--- config.mk ---
export PLATFORM = sky130hd
export DESIGN_NAME = vig_top
export DESIGN_NICKNAME = d
export VERILOG_FILES = /design/src/hw/vig_pkg.sv /design/src/hw/vig_col_gain.sv /design/src/hw/vig_host_regs.sv /design/src/hw/vig_row_gain.sv /design/src/hw/vig_scale.sv /design/src/hw/vig_top.sv
export VERILOG_INCLUDE_DIRS = /design/src /design/src/include
export SDC_FILE = /design/constraint.sdc
export NUM_CORES = 2
export LEC_CHECK = 0
export BUFFER_PORTS_ARGS = -buffer_cell sky130_fd_sc_hd__buf_4
export CAP_MARGIN = 10
export CORE_MARGIN = 5
export CORE_UTILIZATION = 60
export CTS_CLUSTER_DIAMETER = 120
export CTS_CLUSTER_SIZE = 25
export DETAILED_ROUTE_END_ITERATION = 10
export MAX_ROUTING_LAYER = met4
export PLACE_DENSITY_LB_ADDON = 0.05
export SYNTH_ARGS = -nofsm -noshare
export SYNTH_HDL_FRONTEND = slang
export SYNTH_SLANG_ARGS = --single-unit
--- constraint.sdc ---
create_clock -name clk -period 12.67 [get_ports clk]
set_input_delay 0.6335 -clock clk [delete_from_list [all_inputs] [get_ports clk]]
set_output_delay 0.6335 -clock clk [all_outputs]
set_load 0.005 [all_outputs]
--- src/include/vig_defs.svh ---
`ifndef VIG_DEFS_SVH
`define VIG_DEFS_SVH

// Stream and pixel widths
`define VIG_PIX_W       8
`define VIG_DATA_W      16

// Gain format, unsigned 2.6 fixed point
`define VIG_GAIN_W      8
`define VIG_GAIN_FRAC   6
`define VIG_GAIN_ONE    64

// Table depths
`define VIG_NUM_COLS    64
`define VIG_COL_IDX_W   6
`define VIG_NUM_ROWS    32
`define VIG_ROW_IDX_W   6

// Wishbone port and address map
`define VIG_WB_ADR_W    12
`define VIG_WB_DAT_W    32
`define VIG_ADR_ROW_BIT 11   // 0 selects column table, 1 selects row table

`endif

--- src/hw/vig_pkg.sv ---
`include "vig_defs.svh"

package vig_pkg;

   // Stream beat tag
   typedef enum logic [2:0] {
      BT_FRAME_START = 3'd0,
      BT_FRAME_END   = 3'd1,
      BT_ROW_START   = 3'd2,
      BT_ROW_END     = 3'd3,
      BT_PIXEL       = 3'd4,
      BT_AUX         = 3'd5
   } beat_type_e;

   typedef struct packed {
      logic                   valid;
      beat_type_e             btype;
      logic [`VIG_DATA_W-1:0] data;   // Pixel in the low byte
   } pix_beat_t;

   typedef logic [`VIG_GAIN_W-1:0] gain_t;

   // Host to slave
   typedef struct packed {
      logic                     cyc;
      logic                     stb;
      logic                     we;
      logic [`VIG_WB_ADR_W-1:0] adr;
      logic [`VIG_WB_DAT_W-1:0] dat;
   } wb_req_t;

   // Slave to host
   typedef struct packed {
      logic                     ack;
      logic [`VIG_WB_DAT_W-1:0] dat;
   } wb_rsp_t;

endpackage

--- src/hw/vig_col_gain.sv ---
`timescale 1ns/1ps
`include "vig_defs.svh"

module vig_col_gain (
   input  logic                      clk,
   input  logic                      resetb,
   input  vig_pkg::pix_beat_t        beat,
   input  logic                      tbl_we,
   input  logic [`VIG_COL_IDX_W-1:0] tbl_idx,
   input  vig_pkg::gain_t            tbl_wdat,
   output vig_pkg::gain_t            tbl_rdat,
   output vig_pkg::gain_t            gain
);

   // One spare bit so the position can sit one past the last column
   localparam int              POS_W   = `VIG_COL_IDX_W + 1;
   localparam logic [POS_W-1:0] POS_MAX = POS_W'(`VIG_NUM_COLS);

   vig_pkg::gain_t   col_tbl [`VIG_NUM_COLS];
   logic [POS_W-1:0] col_pos;
   logic             is_pixel;
   logic             is_row_start;

   assign is_pixel     = beat.valid && (beat.btype == vig_pkg::BT_PIXEL);
   assign is_row_start = beat.valid && (beat.btype == vig_pkg::BT_ROW_START);

   // Gain table, every entry back to 1.0 on reset
   always_ff @(posedge clk or negedge resetb) begin
      if (!resetb) begin
         for (int i = 0; i < `VIG_NUM_COLS; i++) begin
            col_tbl[i] <= vig_pkg::gain_t'(`VIG_GAIN_ONE);
         end
      end else if (tbl_we) begin
         col_tbl[tbl_idx] <= tbl_wdat;
      end
   end

   always_ff @(posedge clk or negedge resetb) begin
      if (!resetb) begin
         col_pos <= '0;
      end else if (is_row_start) begin
         col_pos <= '0;
      end else if (is_pixel) begin
         col_pos <= col_pos + 1'b1;
      end
   end

   // Stream port looks up the position before it advances
   always_ff @(posedge clk) begin
      gain     <= col_tbl[col_pos[`VIG_COL_IDX_W-1:0]];
      tbl_rdat <= col_tbl[tbl_idx];   // Host read port
   end

   // A row longer than the table would wrap onto column 0
   a_col_in_range: assert property (
      @(posedge clk) disable iff (!resetb)
      is_pixel |-> (col_pos != POS_MAX)
   ) else $error("pixel beyond last column");

endmodule

--- src/hw/vig_host_regs.sv ---
`timescale 1ns/1ps
`include "vig_defs.svh"

module vig_host_regs (
   input  logic                      clk,
   input  logic                      resetb,
   input  vig_pkg::wb_req_t          wb_req,
   output vig_pkg::wb_rsp_t          wb_rsp,
   output logic                      col_we,
   output logic                      row_we,
   output logic [`VIG_COL_IDX_W-1:0] tbl_idx,
   output vig_pkg::gain_t            tbl_wdat,
   input  vig_pkg::gain_t            col_rdat,
   input  vig_pkg::gain_t            row_rdat
);

   logic           req_new;
   logic           ack_q;
   logic           row_sel_q;   // Table targeted by the access being acked
   vig_pkg::gain_t sel_rdat;

   // A held request is acked once, then the slave waits for the next one
   assign req_new = wb_req.cyc && wb_req.stb && !ack_q;

   assign col_we   = req_new && wb_req.we && !wb_req.adr[`VIG_ADR_ROW_BIT];
   assign row_we   = req_new && wb_req.we &&  wb_req.adr[`VIG_ADR_ROW_BIT];
   assign tbl_idx  = wb_req.adr[`VIG_COL_IDX_W-1:0];
   assign tbl_wdat = wb_req.dat[`VIG_GAIN_W-1:0];

   always_ff @(posedge clk or negedge resetb) begin
      if (!resetb) begin
         ack_q     <= 1'b0;
         row_sel_q <= 1'b0;
      end else begin
         ack_q <= req_new;
         if (req_new) begin
            row_sel_q <= wb_req.adr[`VIG_ADR_ROW_BIT];
         end
      end
   end

   // Gain modules return read data on the same edge that raises ack
   assign sel_rdat = row_sel_q ? row_rdat : col_rdat;

   assign wb_rsp.ack = ack_q;
   assign wb_rsp.dat = ack_q ? {{(`VIG_WB_DAT_W-`VIG_GAIN_W){1'b0}}, sel_rdat}
                             : '0;

   // Master must hold cyc and stb until it sees ack
   a_ack_in_cycle: assert property (
      @(posedge clk) disable iff (!resetb)
      wb_rsp.ack |-> (wb_req.cyc && wb_req.stb)
   ) else $error("ack outside an active bus cycle");

endmodule

--- src/hw/vig_row_gain.sv ---
`timescale 1ns/1ps
`include "vig_defs.svh"

module vig_row_gain (
   input  logic                      clk,
   input  logic                      resetb,
   input  vig_pkg::pix_beat_t        beat,
   input  logic                      tbl_we,
   input  logic [`VIG_ROW_IDX_W-1:0] tbl_idx,
   input  vig_pkg::gain_t            tbl_wdat,
   output vig_pkg::gain_t            tbl_rdat,
   output vig_pkg::gain_t            gain
);

   localparam int TBL_AW = $clog2(`VIG_NUM_ROWS);

   vig_pkg::gain_t            row_tbl [`VIG_NUM_ROWS];
   logic [`VIG_ROW_IDX_W-1:0] row_pos;
   logic                      host_in_range;
   logic                      pos_in_range;
   logic                      is_frame_start;
   logic                      is_row_end;

   assign is_frame_start = beat.valid && (beat.btype == vig_pkg::BT_FRAME_START);
   assign is_row_end     = beat.valid && (beat.btype == vig_pkg::BT_ROW_END);

   // Index space is wider than the table
   assign host_in_range = (tbl_idx < `VIG_NUM_ROWS);
   assign pos_in_range  = (row_pos < `VIG_NUM_ROWS);

   always_ff @(posedge clk or negedge resetb) begin
      if (!resetb) begin
         for (int i = 0; i < `VIG_NUM_ROWS; i++) begin
            row_tbl[i] <= vig_pkg::gain_t'(`VIG_GAIN_ONE);
         end
      end else if (tbl_we && host_in_range) begin
         row_tbl[tbl_idx[TBL_AW-1:0]] <= tbl_wdat;
      end
   end

   always_ff @(posedge clk or negedge resetb) begin
      if (!resetb) begin
         row_pos <= '0;
      end else if (is_frame_start) begin
         row_pos <= '0;
      end else if (is_row_end) begin
         row_pos <= row_pos + 1'b1;
      end
   end

   always_ff @(posedge clk) begin
      gain     <= pos_in_range ? row_tbl[row_pos[TBL_AW-1:0]] : '0;
      tbl_rdat <= host_in_range ? row_tbl[tbl_idx[TBL_AW-1:0]] : '0;   // Zero past the table
   end

   // Row counter must not wrap within a frame
   a_row_no_wrap: assert property (
      @(posedge clk) disable iff (!resetb)
      is_row_end |-> (row_pos != '1)
   ) else $error("row end with row position at last index");

endmodule

--- src/hw/vig_scale.sv ---
`timescale 1ns/1ps
`include "vig_defs.svh"

module vig_scale (
   input  logic               clk,
   input  logic               resetb,
   input  logic               enable,
   input  vig_pkg::pix_beat_t beat_in,
   input  vig_pkg::gain_t     col_gain,
   input  vig_pkg::gain_t     row_gain,
   output vig_pkg::pix_beat_t beat_out
);

   localparam int PROD0_W = `VIG_GAIN_W + `VIG_PIX_W;
   localparam int PROD_W  = 2 * `VIG_GAIN_W + `VIG_PIX_W;
   localparam int SHIFT   = 2 * `VIG_GAIN_FRAC;       // Two gains, both fractional
   localparam int TOP_BIT = `VIG_PIX_W + SHIFT;       // First bit above the result

   vig_pkg::pix_beat_t    beat_d;     // Aligned with the registered gains
   logic [PROD0_W-1:0]    prod0;
   logic [PROD_W-1:0]     prod1;
   logic                  overflow;
   logic [`VIG_PIX_W-1:0] pix_scaled;
   logic                  do_scale;

   always_ff @(posedge clk or negedge resetb) begin
      if (!resetb) begin
         beat_d <= '0;
      end else begin
         beat_d <= beat_in;
      end
   end

   assign prod0 = col_gain * beat_d.data[`VIG_PIX_W-1:0];
   assign prod1 = row_gain * prod0;

   // Anything above bit 19 saturates the pixel
   assign overflow   = |prod1[PROD_W-1:TOP_BIT];
   assign pix_scaled = overflow ? '1 : prod1[TOP_BIT-1:SHIFT];

   assign do_scale = enable && beat_d.valid && (beat_d.btype == vig_pkg::BT_PIXEL);

   always_ff @(posedge clk or negedge resetb) begin
      if (!resetb) begin
         beat_out <= '0;
      end else begin
         beat_out.valid <= beat_d.valid;
         beat_out.btype <= beat_d.btype;
         if (do_scale) begin
            beat_out.data <= {{(`VIG_DATA_W-`VIG_PIX_W){1'b0}}, pix_scaled};
         end else begin
            beat_out.data <= beat_d.data;   // Markers, aux and bypass
         end
      end
   end

endmodule

--- src/hw/vig_top.sv ---
`timescale 1ns/1ps
`include "vig_defs.svh"

module vig_top (
   input  logic               clk,
   input  logic               resetb,
   input  logic               enable,
   input  vig_pkg::wb_req_t   wb_req,
   output vig_pkg::wb_rsp_t   wb_rsp,
   input  vig_pkg::pix_beat_t beat_in,
   output vig_pkg::pix_beat_t beat_out
);

   logic                      col_we;
   logic                      row_we;
   logic [`VIG_COL_IDX_W-1:0] tbl_idx;
   vig_pkg::gain_t            tbl_wdat;
   vig_pkg::gain_t            col_rdat;
   vig_pkg::gain_t            row_rdat;
   vig_pkg::gain_t            col_gain;
   vig_pkg::gain_t            row_gain;

   vig_host_regs u_host_regs (
      .clk      (clk),
      .resetb   (resetb),
      .wb_req   (wb_req),
      .wb_rsp   (wb_rsp),
      .col_we   (col_we),
      .row_we   (row_we),
      .tbl_idx  (tbl_idx),
      .tbl_wdat (tbl_wdat),
      .col_rdat (col_rdat),
      .row_rdat (row_rdat)
   );

   vig_col_gain u_col_gain (
      .clk      (clk),
      .resetb   (resetb),
      .beat     (beat_in),
      .tbl_we   (col_we),
      .tbl_idx  (tbl_idx),
      .tbl_wdat (tbl_wdat),
      .tbl_rdat (col_rdat),
      .gain     (col_gain)
   );

   vig_row_gain u_row_gain (
      .clk      (clk),
      .resetb   (resetb),
      .beat     (beat_in),
      .tbl_we   (row_we),
      .tbl_idx  (tbl_idx),
      .tbl_wdat (tbl_wdat),
      .tbl_rdat (row_rdat),
      .gain     (row_gain)
   );

   vig_scale u_scale (
      .clk      (clk),
      .resetb   (resetb),
      .enable   (enable),
      .beat_in  (beat_in),
      .col_gain (col_gain),
      .row_gain (row_gain),
      .beat_out (beat_out)
   );

endmodule

* After elaboration in Yosys (flattened, before gate mapping) *
Index checks and enable logic that the tools add are counted.

word-level totals
  word-level logic and storage cells = 176
  register bits = 855
  input port bits = 70
  output and inout bits = 53

operators by class
  eq/ne operators = 4
  muxes and demuxes = 26
  $mul = 2
  $lt $le $gt $ge = 8
  bitwise operators = 4
  add/subtract/negate cells = 2
  reduce and logical (&&, ||, !) cells = 20

operators with widths
  operator                                             number
  bitwise mux 512 bit                                  1
  bitwise mux 256 bit                                  1
  two-way mux 8 bit                                    13
  binary-select mux 8 bit (select 6 bit)               2
  binary-select mux 8 bit (select 5 bit)               2
  demux 8 bit (select 6 bit)                           1
  demux 8 bit (select 5 bit)                           1
  multiplier 8 x 16 -> 24 bit                          1
  multiplier 8 x 8 -> 16 bit                           1
  two-way mux 16 bit                                   1
  >= comparator 7 bit (second input constant)          2
  logical AND 1 bit                                    14
  two-way mux 7 bit                                    2
  NOT 6 -> 7 bit                                       2
  >= comparator 6 bit (second input constant)          2
  < comparator 6 bit (second input constant)           2
  two-way mux 6 bit                                    2
  NOT 5 -> 6 bit                                       2
  adder 7 x 1 -> 7 bit (second input constant)         1
  < comparator 7 x 1 -> 1 bit (second input constant)  1
  adder 6 x 1 -> 6 bit (second input constant)         1
  == test 3 x 2 -> 1 bit (second input constant)       2
  == test 3 bit (second input constant)                2
  < comparator 6 x 1 -> 1 bit (second input constant)  1
  other kinds (4)                                      6

* Depth between registers and ports, before layout *
  word-level depth = 6
  gate-level depth with buffers = 34
  gate-level depth less buffers = 33

* Hierarchy *
Synthesis repeated with hierarchy kept, for this count alone.

unflattened totals
  cell total of the unflattened synthesis = 3789
  area, all modules = 50798.7 um^2

modules (own cells, without submodules)
  module         area each (um^2)  cells each  seq. area each (um^2)  times used
  vig_col_gain   28652.5           2070        13362.8                1
  vig_row_gain   14495.2           916         6916.6                 1
  vig_scale      7125.6            738         1001.0                 1
  vig_host_regs  525.5             65          50.0                   1

* Worst setup path before layout *
No wires, ideal clock.

  path type = register to register
  from = reg u_col_gain.gain[0]
  to = reg u_scale.beat_out[0] (netlist name)
  path slack = 4.639 ns
  period minus slack after synthesis = 8.031 ns
  data required time = 12.605 ns
  cell stages (with the launch flop) = 34
  setup time = 0.065 ns
  path buffers = 1
  data arrival time = 7.966 ns
  cells stage by stage = dfxtp_1 > clkbuf_1 > nand2_1 > fa_1 > fa_1 > inv_1 > fa_1 > inv_1 > fa_1 > inv_1 > ha_1 > inv_1 > o21bai_1 > a211oi_1 > o31ai_1 > nor2_1 > xnor2_1 > nand2_1 > fa_1 > inv_1 > fa_1 > fa_1 > inv_1 > fa_1 > inv_1 > ha_1 > a2111oi_0 > o21ai_1 > o21ai_0 > o2bb2a_1 > a21oi_1 > or3_1 > nand4_1 > o22a_1

on the way
  cells in the longest elaborated chain, start to end = 5

ends and longest elaborated chain
  what                           RTL line            source
  from (decl)                    vig_col_gain.sv:12  output vig_pkg::gain_t gain
  from (signal assigned)         vig_col_gain.sv:50  gain <= col_tbl[col_pos[`VIG_COL_IDX_W-1:0]];
  multiplier 8 x 8 -> 16 bit *   vig_scale.sv:34     assign prod0 = col_gain * beat_d.data[`VIG_PIX_W-1:0];
  multiplier 8 x 16 -> 24 bit *  vig_scale.sv:35     assign prod1 = row_gain * prod0;
  OR reduction 4 bit             vig_scale.sv:38     assign overflow = |prod1[PROD_W-1:TOP_BIT];
  two-way mux 8 bit *            vig_scale.sv:39     assign pix_scaled = overflow ? '1 : prod1[TOP_BIT-1:SHIFT];
  two-way mux 16 bit *           vig_scale.sv:49     if (do_scale) begin

Every way passes the cells marked *; elsewhere a longest branch is shown, timed or not.
A chain may end at the register's enable or synchronous reset.

* Final worst setup path *
  from = reg u_scale.beat_d[2] (netlist bit)
  to = reg u_scale.beat_out[4] (netlist name)

on the way
  cells in the longest elaborated chain, start to end = 5

ends and longest elaborated chain
  what                           RTL line         source
  from (decl)                    vig_scale.sv:19  vig_pkg::pix_beat_t beat_d;
  from (signal assigned)         vig_scale.sv:30  beat_d <= beat_in;
  multiplier 8 x 8 -> 16 bit *   vig_scale.sv:34
  multiplier 8 x 16 -> 24 bit *  vig_scale.sv:35
  OR reduction 4 bit             vig_scale.sv:38
  two-way mux 8 bit *            vig_scale.sv:39
  two-way mux 16 bit *           vig_scale.sv:49

Marked as above.

==> metrics.txt <==
Place WS 3.48 ns; CP max stage cell xnor2_1; Post-synth ARST share 96.3%; register bit total from synthesis 854; PostCTS Resize Cnt 0; root buffer cell clkbuf_16; fin cells 4,378; Initial Util 60.6%; post-synthesis sequential area ratio 42.8%; Critical Path Source Type register; Die W 298 um; drt pass-1 iters 6; crit path time final 9.24 ns; Overall Global Routing Usage 31.2%; final hold viol count 0; TritonCTS clock tree done; number of flops mapped to enable cells by yosys 0; placed insts 4,303; Critical Path RT 13.21 ns; Post-DP Area 0.0509 mm2; CP top delay family adder cells; Area Growth Syn to Fin 4.45%; Final TNS setup 0 ns; Netlist cell types 68; Synth Area in Adders 6.76%; Slew headroom 20.2%; mapped cell area 0.0498 mm2; I/O pins 123; port buffer count 69; final setup fails 0; total gr overflow 0; Max clock buf depth 3; Layout Skew 0.0517 ns; drt first-iter violations 2,743; cell row count 105; CTS H-Tree Depth 2; layout cell share with drive strength beyond 1 30.1%; total setup buffers inserted after CTS 0; CP Capture Type register; peak supply drop 0.111 mV; Synth Area in Simple Gates 5.21%; Die Footprint 0.0889 mm2; final slew viol count 0; CP Max Fanout 9; Synth Area in Compound Gates 1.92%; via count 30.0k; Die H 298 um; worst hold margin 0.0799 ns; top_reg_cell synth dfrtp_1; Flop pwr share 55.2%; initial antenna violation count 3; Pleak 24.1 nW; # hold bufs at CTS 0; largest family of logic cells by synthesized area multiplexers; f_max 108 MHz; DRC Markers 0; CTS buffer count 40; CP Class reg -> reg; Gate Count Post-Synth 3,368; critical path's most frequent cell fa_1; XOR/XNOR share of the synthesized area 0.510%; Final period util 72.9%; PwrDens 102 mW/mm2; final net count 3,543; first-pass GRT wire length 206,000 um; RePlAce Congestion 0.881; final worst setup slack 3.43 ns; DR vias/cell 6.86; DP Wirelength 89,700 um; Int Power 0.00379 W; combinational share of power 16.4%; Ys Warns 0; clock share of power 28.4%; status complete, no violations; Antenna Nets Post-Route 0; Critical Path AT 9.78 ns; Core Footprint 0.0822 mm2; slowest stage delay, CP 0.68 ns; Max Cap Viol 0; syn avg cell area 14.8 um2; switching fraction of total power 28.8%; clock latency on the worst-skew pair 0.64 ns; NetSw 0.00153 W; WL/cell 30.4 um; hold crit path type in -> async; clk slew on worst S/H paths 0.10 ns; post-synthesis mux area share 39.2%; clock tree sinks 854; cell area after layout 0.0520 mm2; vias in the first global route 31.6k; RSZ-0062 raised after global routing false; critical path buffer and inverter count 7; WL final 133,000 um; largest net degree at the start of global routing 168; Worst-Margin Slew 1.20 ns
worst paths after layout:
path / start / end / cells after the start / slack (ns)
max reg2reg: u_scale.beat_d[2] / u_scale.beat_out[4] / 32 / 3.43
min in group clk: beat_in[4] / u_scale.beat_d[4] / 1 / 0.12
max in group asynchronous: resetb / u_row_gain.row_tbl[139] / 4 / 9.66
min reg2reg: u_scale.beat_d[16] / u_scale.beat_out[16] / 0 / 0.39
min: resetb / u_scale.beat_out[3] / 1 / 0.08
max: u_scale.beat_d[2] / u_scale.beat_out[4] / 32 / 3.43
kinds of logic (layout without fill, tap and decap cells):
group / Yosys count / count (layout)
compound gates: 136 / 136
simple gates: 463 / 463
flops: 854 / 854
buf+inv: 412 / 326
mux: 1275 / 1275
other cells: 1 / 27
fa+ha+maj: 198 / 198
xor+xnor: 29 / 29
area by class of cell:
class / count / area, um2
Inverter: 143 / 537
Sequential cell: 854 / 21300
Fill cell: 6064 / 30200
Tap cell: 1070 / 1340
Timing Repair Buffer: 111 / 875
Antenna cell: 3 / 7.51
Clock inverter: 4 / 50.0
Multi-Input combinational cell: 2125 / 26800
Clock buffer: 68 / 1110
cell usage in the layout, fill, tap and decap left out, types with 32 or more instances in the layout:
master and n:
dfrtp_1 721, nor2_1 65, a22oi_1 35, fa_1 119, inv_1 143, clkbuf_16 40
and2_1 129, mux2_1 570, mux4_2 461, ha_1 79, nand2_1 114, buf_4 105
mux2_2 215, dfxtp_1 32, dfstp_2 96
stage by stage:
| step | power [W] | util (%) |
|---|---|---|
| 3_5_place_dp | 0.00387 | 61.9 |
| 5_1_grt | 0.00554 | 63.3 |
| 6_report | 0.00532 | 63.3 |
| 2_1_floorplan | 0.00358 | - |
| 4_1_cts | 0.00537 | 63.3 |
| 3_3_place_gp | 0.00385 | 61.8 |
power by group through the flow:
stage | Sequential (W) | Clock (W) | Combinational [W]
6_report | 0.00294 | 0.00151 | 0.000874
5_1_grt | 0.00295 | 0.00165 | 0.000940
4_1_cts | 0.00294 | 0.00155 | 0.000885
3_5_place_dp | 0.00299 | 0 | 0.000884
3_3_place_gp | 0.00298 | 0 | 0.000870
2_1_floorplan | 0.00289 | 0 | 0.000687
per-layer routing:
| layer | global-route usage, % | part of all wire [%] | vias up | routed length (um) |
|---|---|---|---|---|
| met2 | 48.6 | 48 | 1143 | 64600 |
| met3 | 3.60 | 6.7 | 209 | 8900 |
| met5 | - | 0 | - | 0 |
| met1 | 44.6 | 42 | 16400 | 55500 |
| met4 | 8.33 | 3.2 | 0 | 4330 |
| li1 | - | - | 12300 | - |
flip-flops by register name, summed over array words and instances, names as in the netlist:
| register | flops |
|---|---|
| u_row_gain.row_tbl | 256 |
| u_host_regs.row_sel_q | 1 |
| u_col_gain.col_tbl | 512 |
| u_row_gain.tbl_rdat | 8 |
| u_scale.beat_out | 20 |
| u_host_regs.ack_q | 1 |
| u_row_gain.gain | 8 |
| u_scale.beat_d | 20 |
| u_col_gain.tbl_rdat | 8 |
| u_col_gain.gain | 8 |
| u_row_gain.row_pos | 6 |
| u_col_gain.col_pos | 6 |
Yosys cell counts (4+ instances only):
| cell type | instances | share of area, % |
|---|---|---|
| nand4_1 | 10 | 0.13 |
| a211oi_1 | 12 | 0.18 |
| nor2b_1 | 23 | 0.29 |
| dfxtp_1 | 32 | 1.3 |
| nor2_1 | 66 | 0.50 |
| dfrtp_1 | 726 | 36 |
| a31oi_1 | 4 | 0.050 |
| dfstp_2 | 96 | 5.1 |
| a21o_1 | 6 | 0.090 |
| fa_1 | 119 | 4.8 |
| and3_1 | 9 | 0.11 |
| buf_2 | 44 | 0.44 |
| mux2i_1 | 29 | 0.58 |
| nor2_2 | 15 | 0.19 |
| a41oi_1 | 6 | 0.11 |
| nand2b_1 | 14 | 0.18 |
| a21oi_1 | 29 | 0.29 |
| buf_4 | 41 | 0.62 |
| buf_1 | 24 | 0.18 |
| mux4_2 | 461 | 21 |
| nor3_2 | 23 | 0.46 |
| o21ai_0 | 7 | 0.070 |
| buf_6 | 7 | 0.16 |
| o22a_1 | 8 | 0.14 |
| a22oi_1 | 35 | 0.53 |
| inv_1 | 143 | 1.1 |
| o21ai_1 | 6 | 0.060 |
| ha_1 | 79 | 2.0 |
| and2_1 | 129 | 1.6 |
| clkbuf_1 | 153 | 1.2 |
| xnor2_1 | 17 | 0.30 |
| nand2_1 | 114 | 0.86 |
| or3_1 | 4 | 0.050 |
| xor2_1 | 12 | 0.21 |
| mux2_2 | 215 | 4.9 |
| nand3_1 | 25 | 0.25 |
| mux2_1 | 570 | 13 |
| nor3_1 | 4 | 0.040 |
| nor3_4 | 5 | 0.16 |
| nand2_2 | 11 | 0.14 |
worst register-to-register path: cells and delay by family (launching register included):
family / cells / cell delay, ns
adders and majority gates: 10 / 4.73
and+or+nand+nor: 5 / 1.02
buffers and inverters: 7 / 0.35
AOI/OAI and AO/OA: 9 / 1.86
xor gates and xnor gates: 1 / 0.68
DFF: 1 / 0.54
Note: power is estimated with default switching activity, not from simulation.
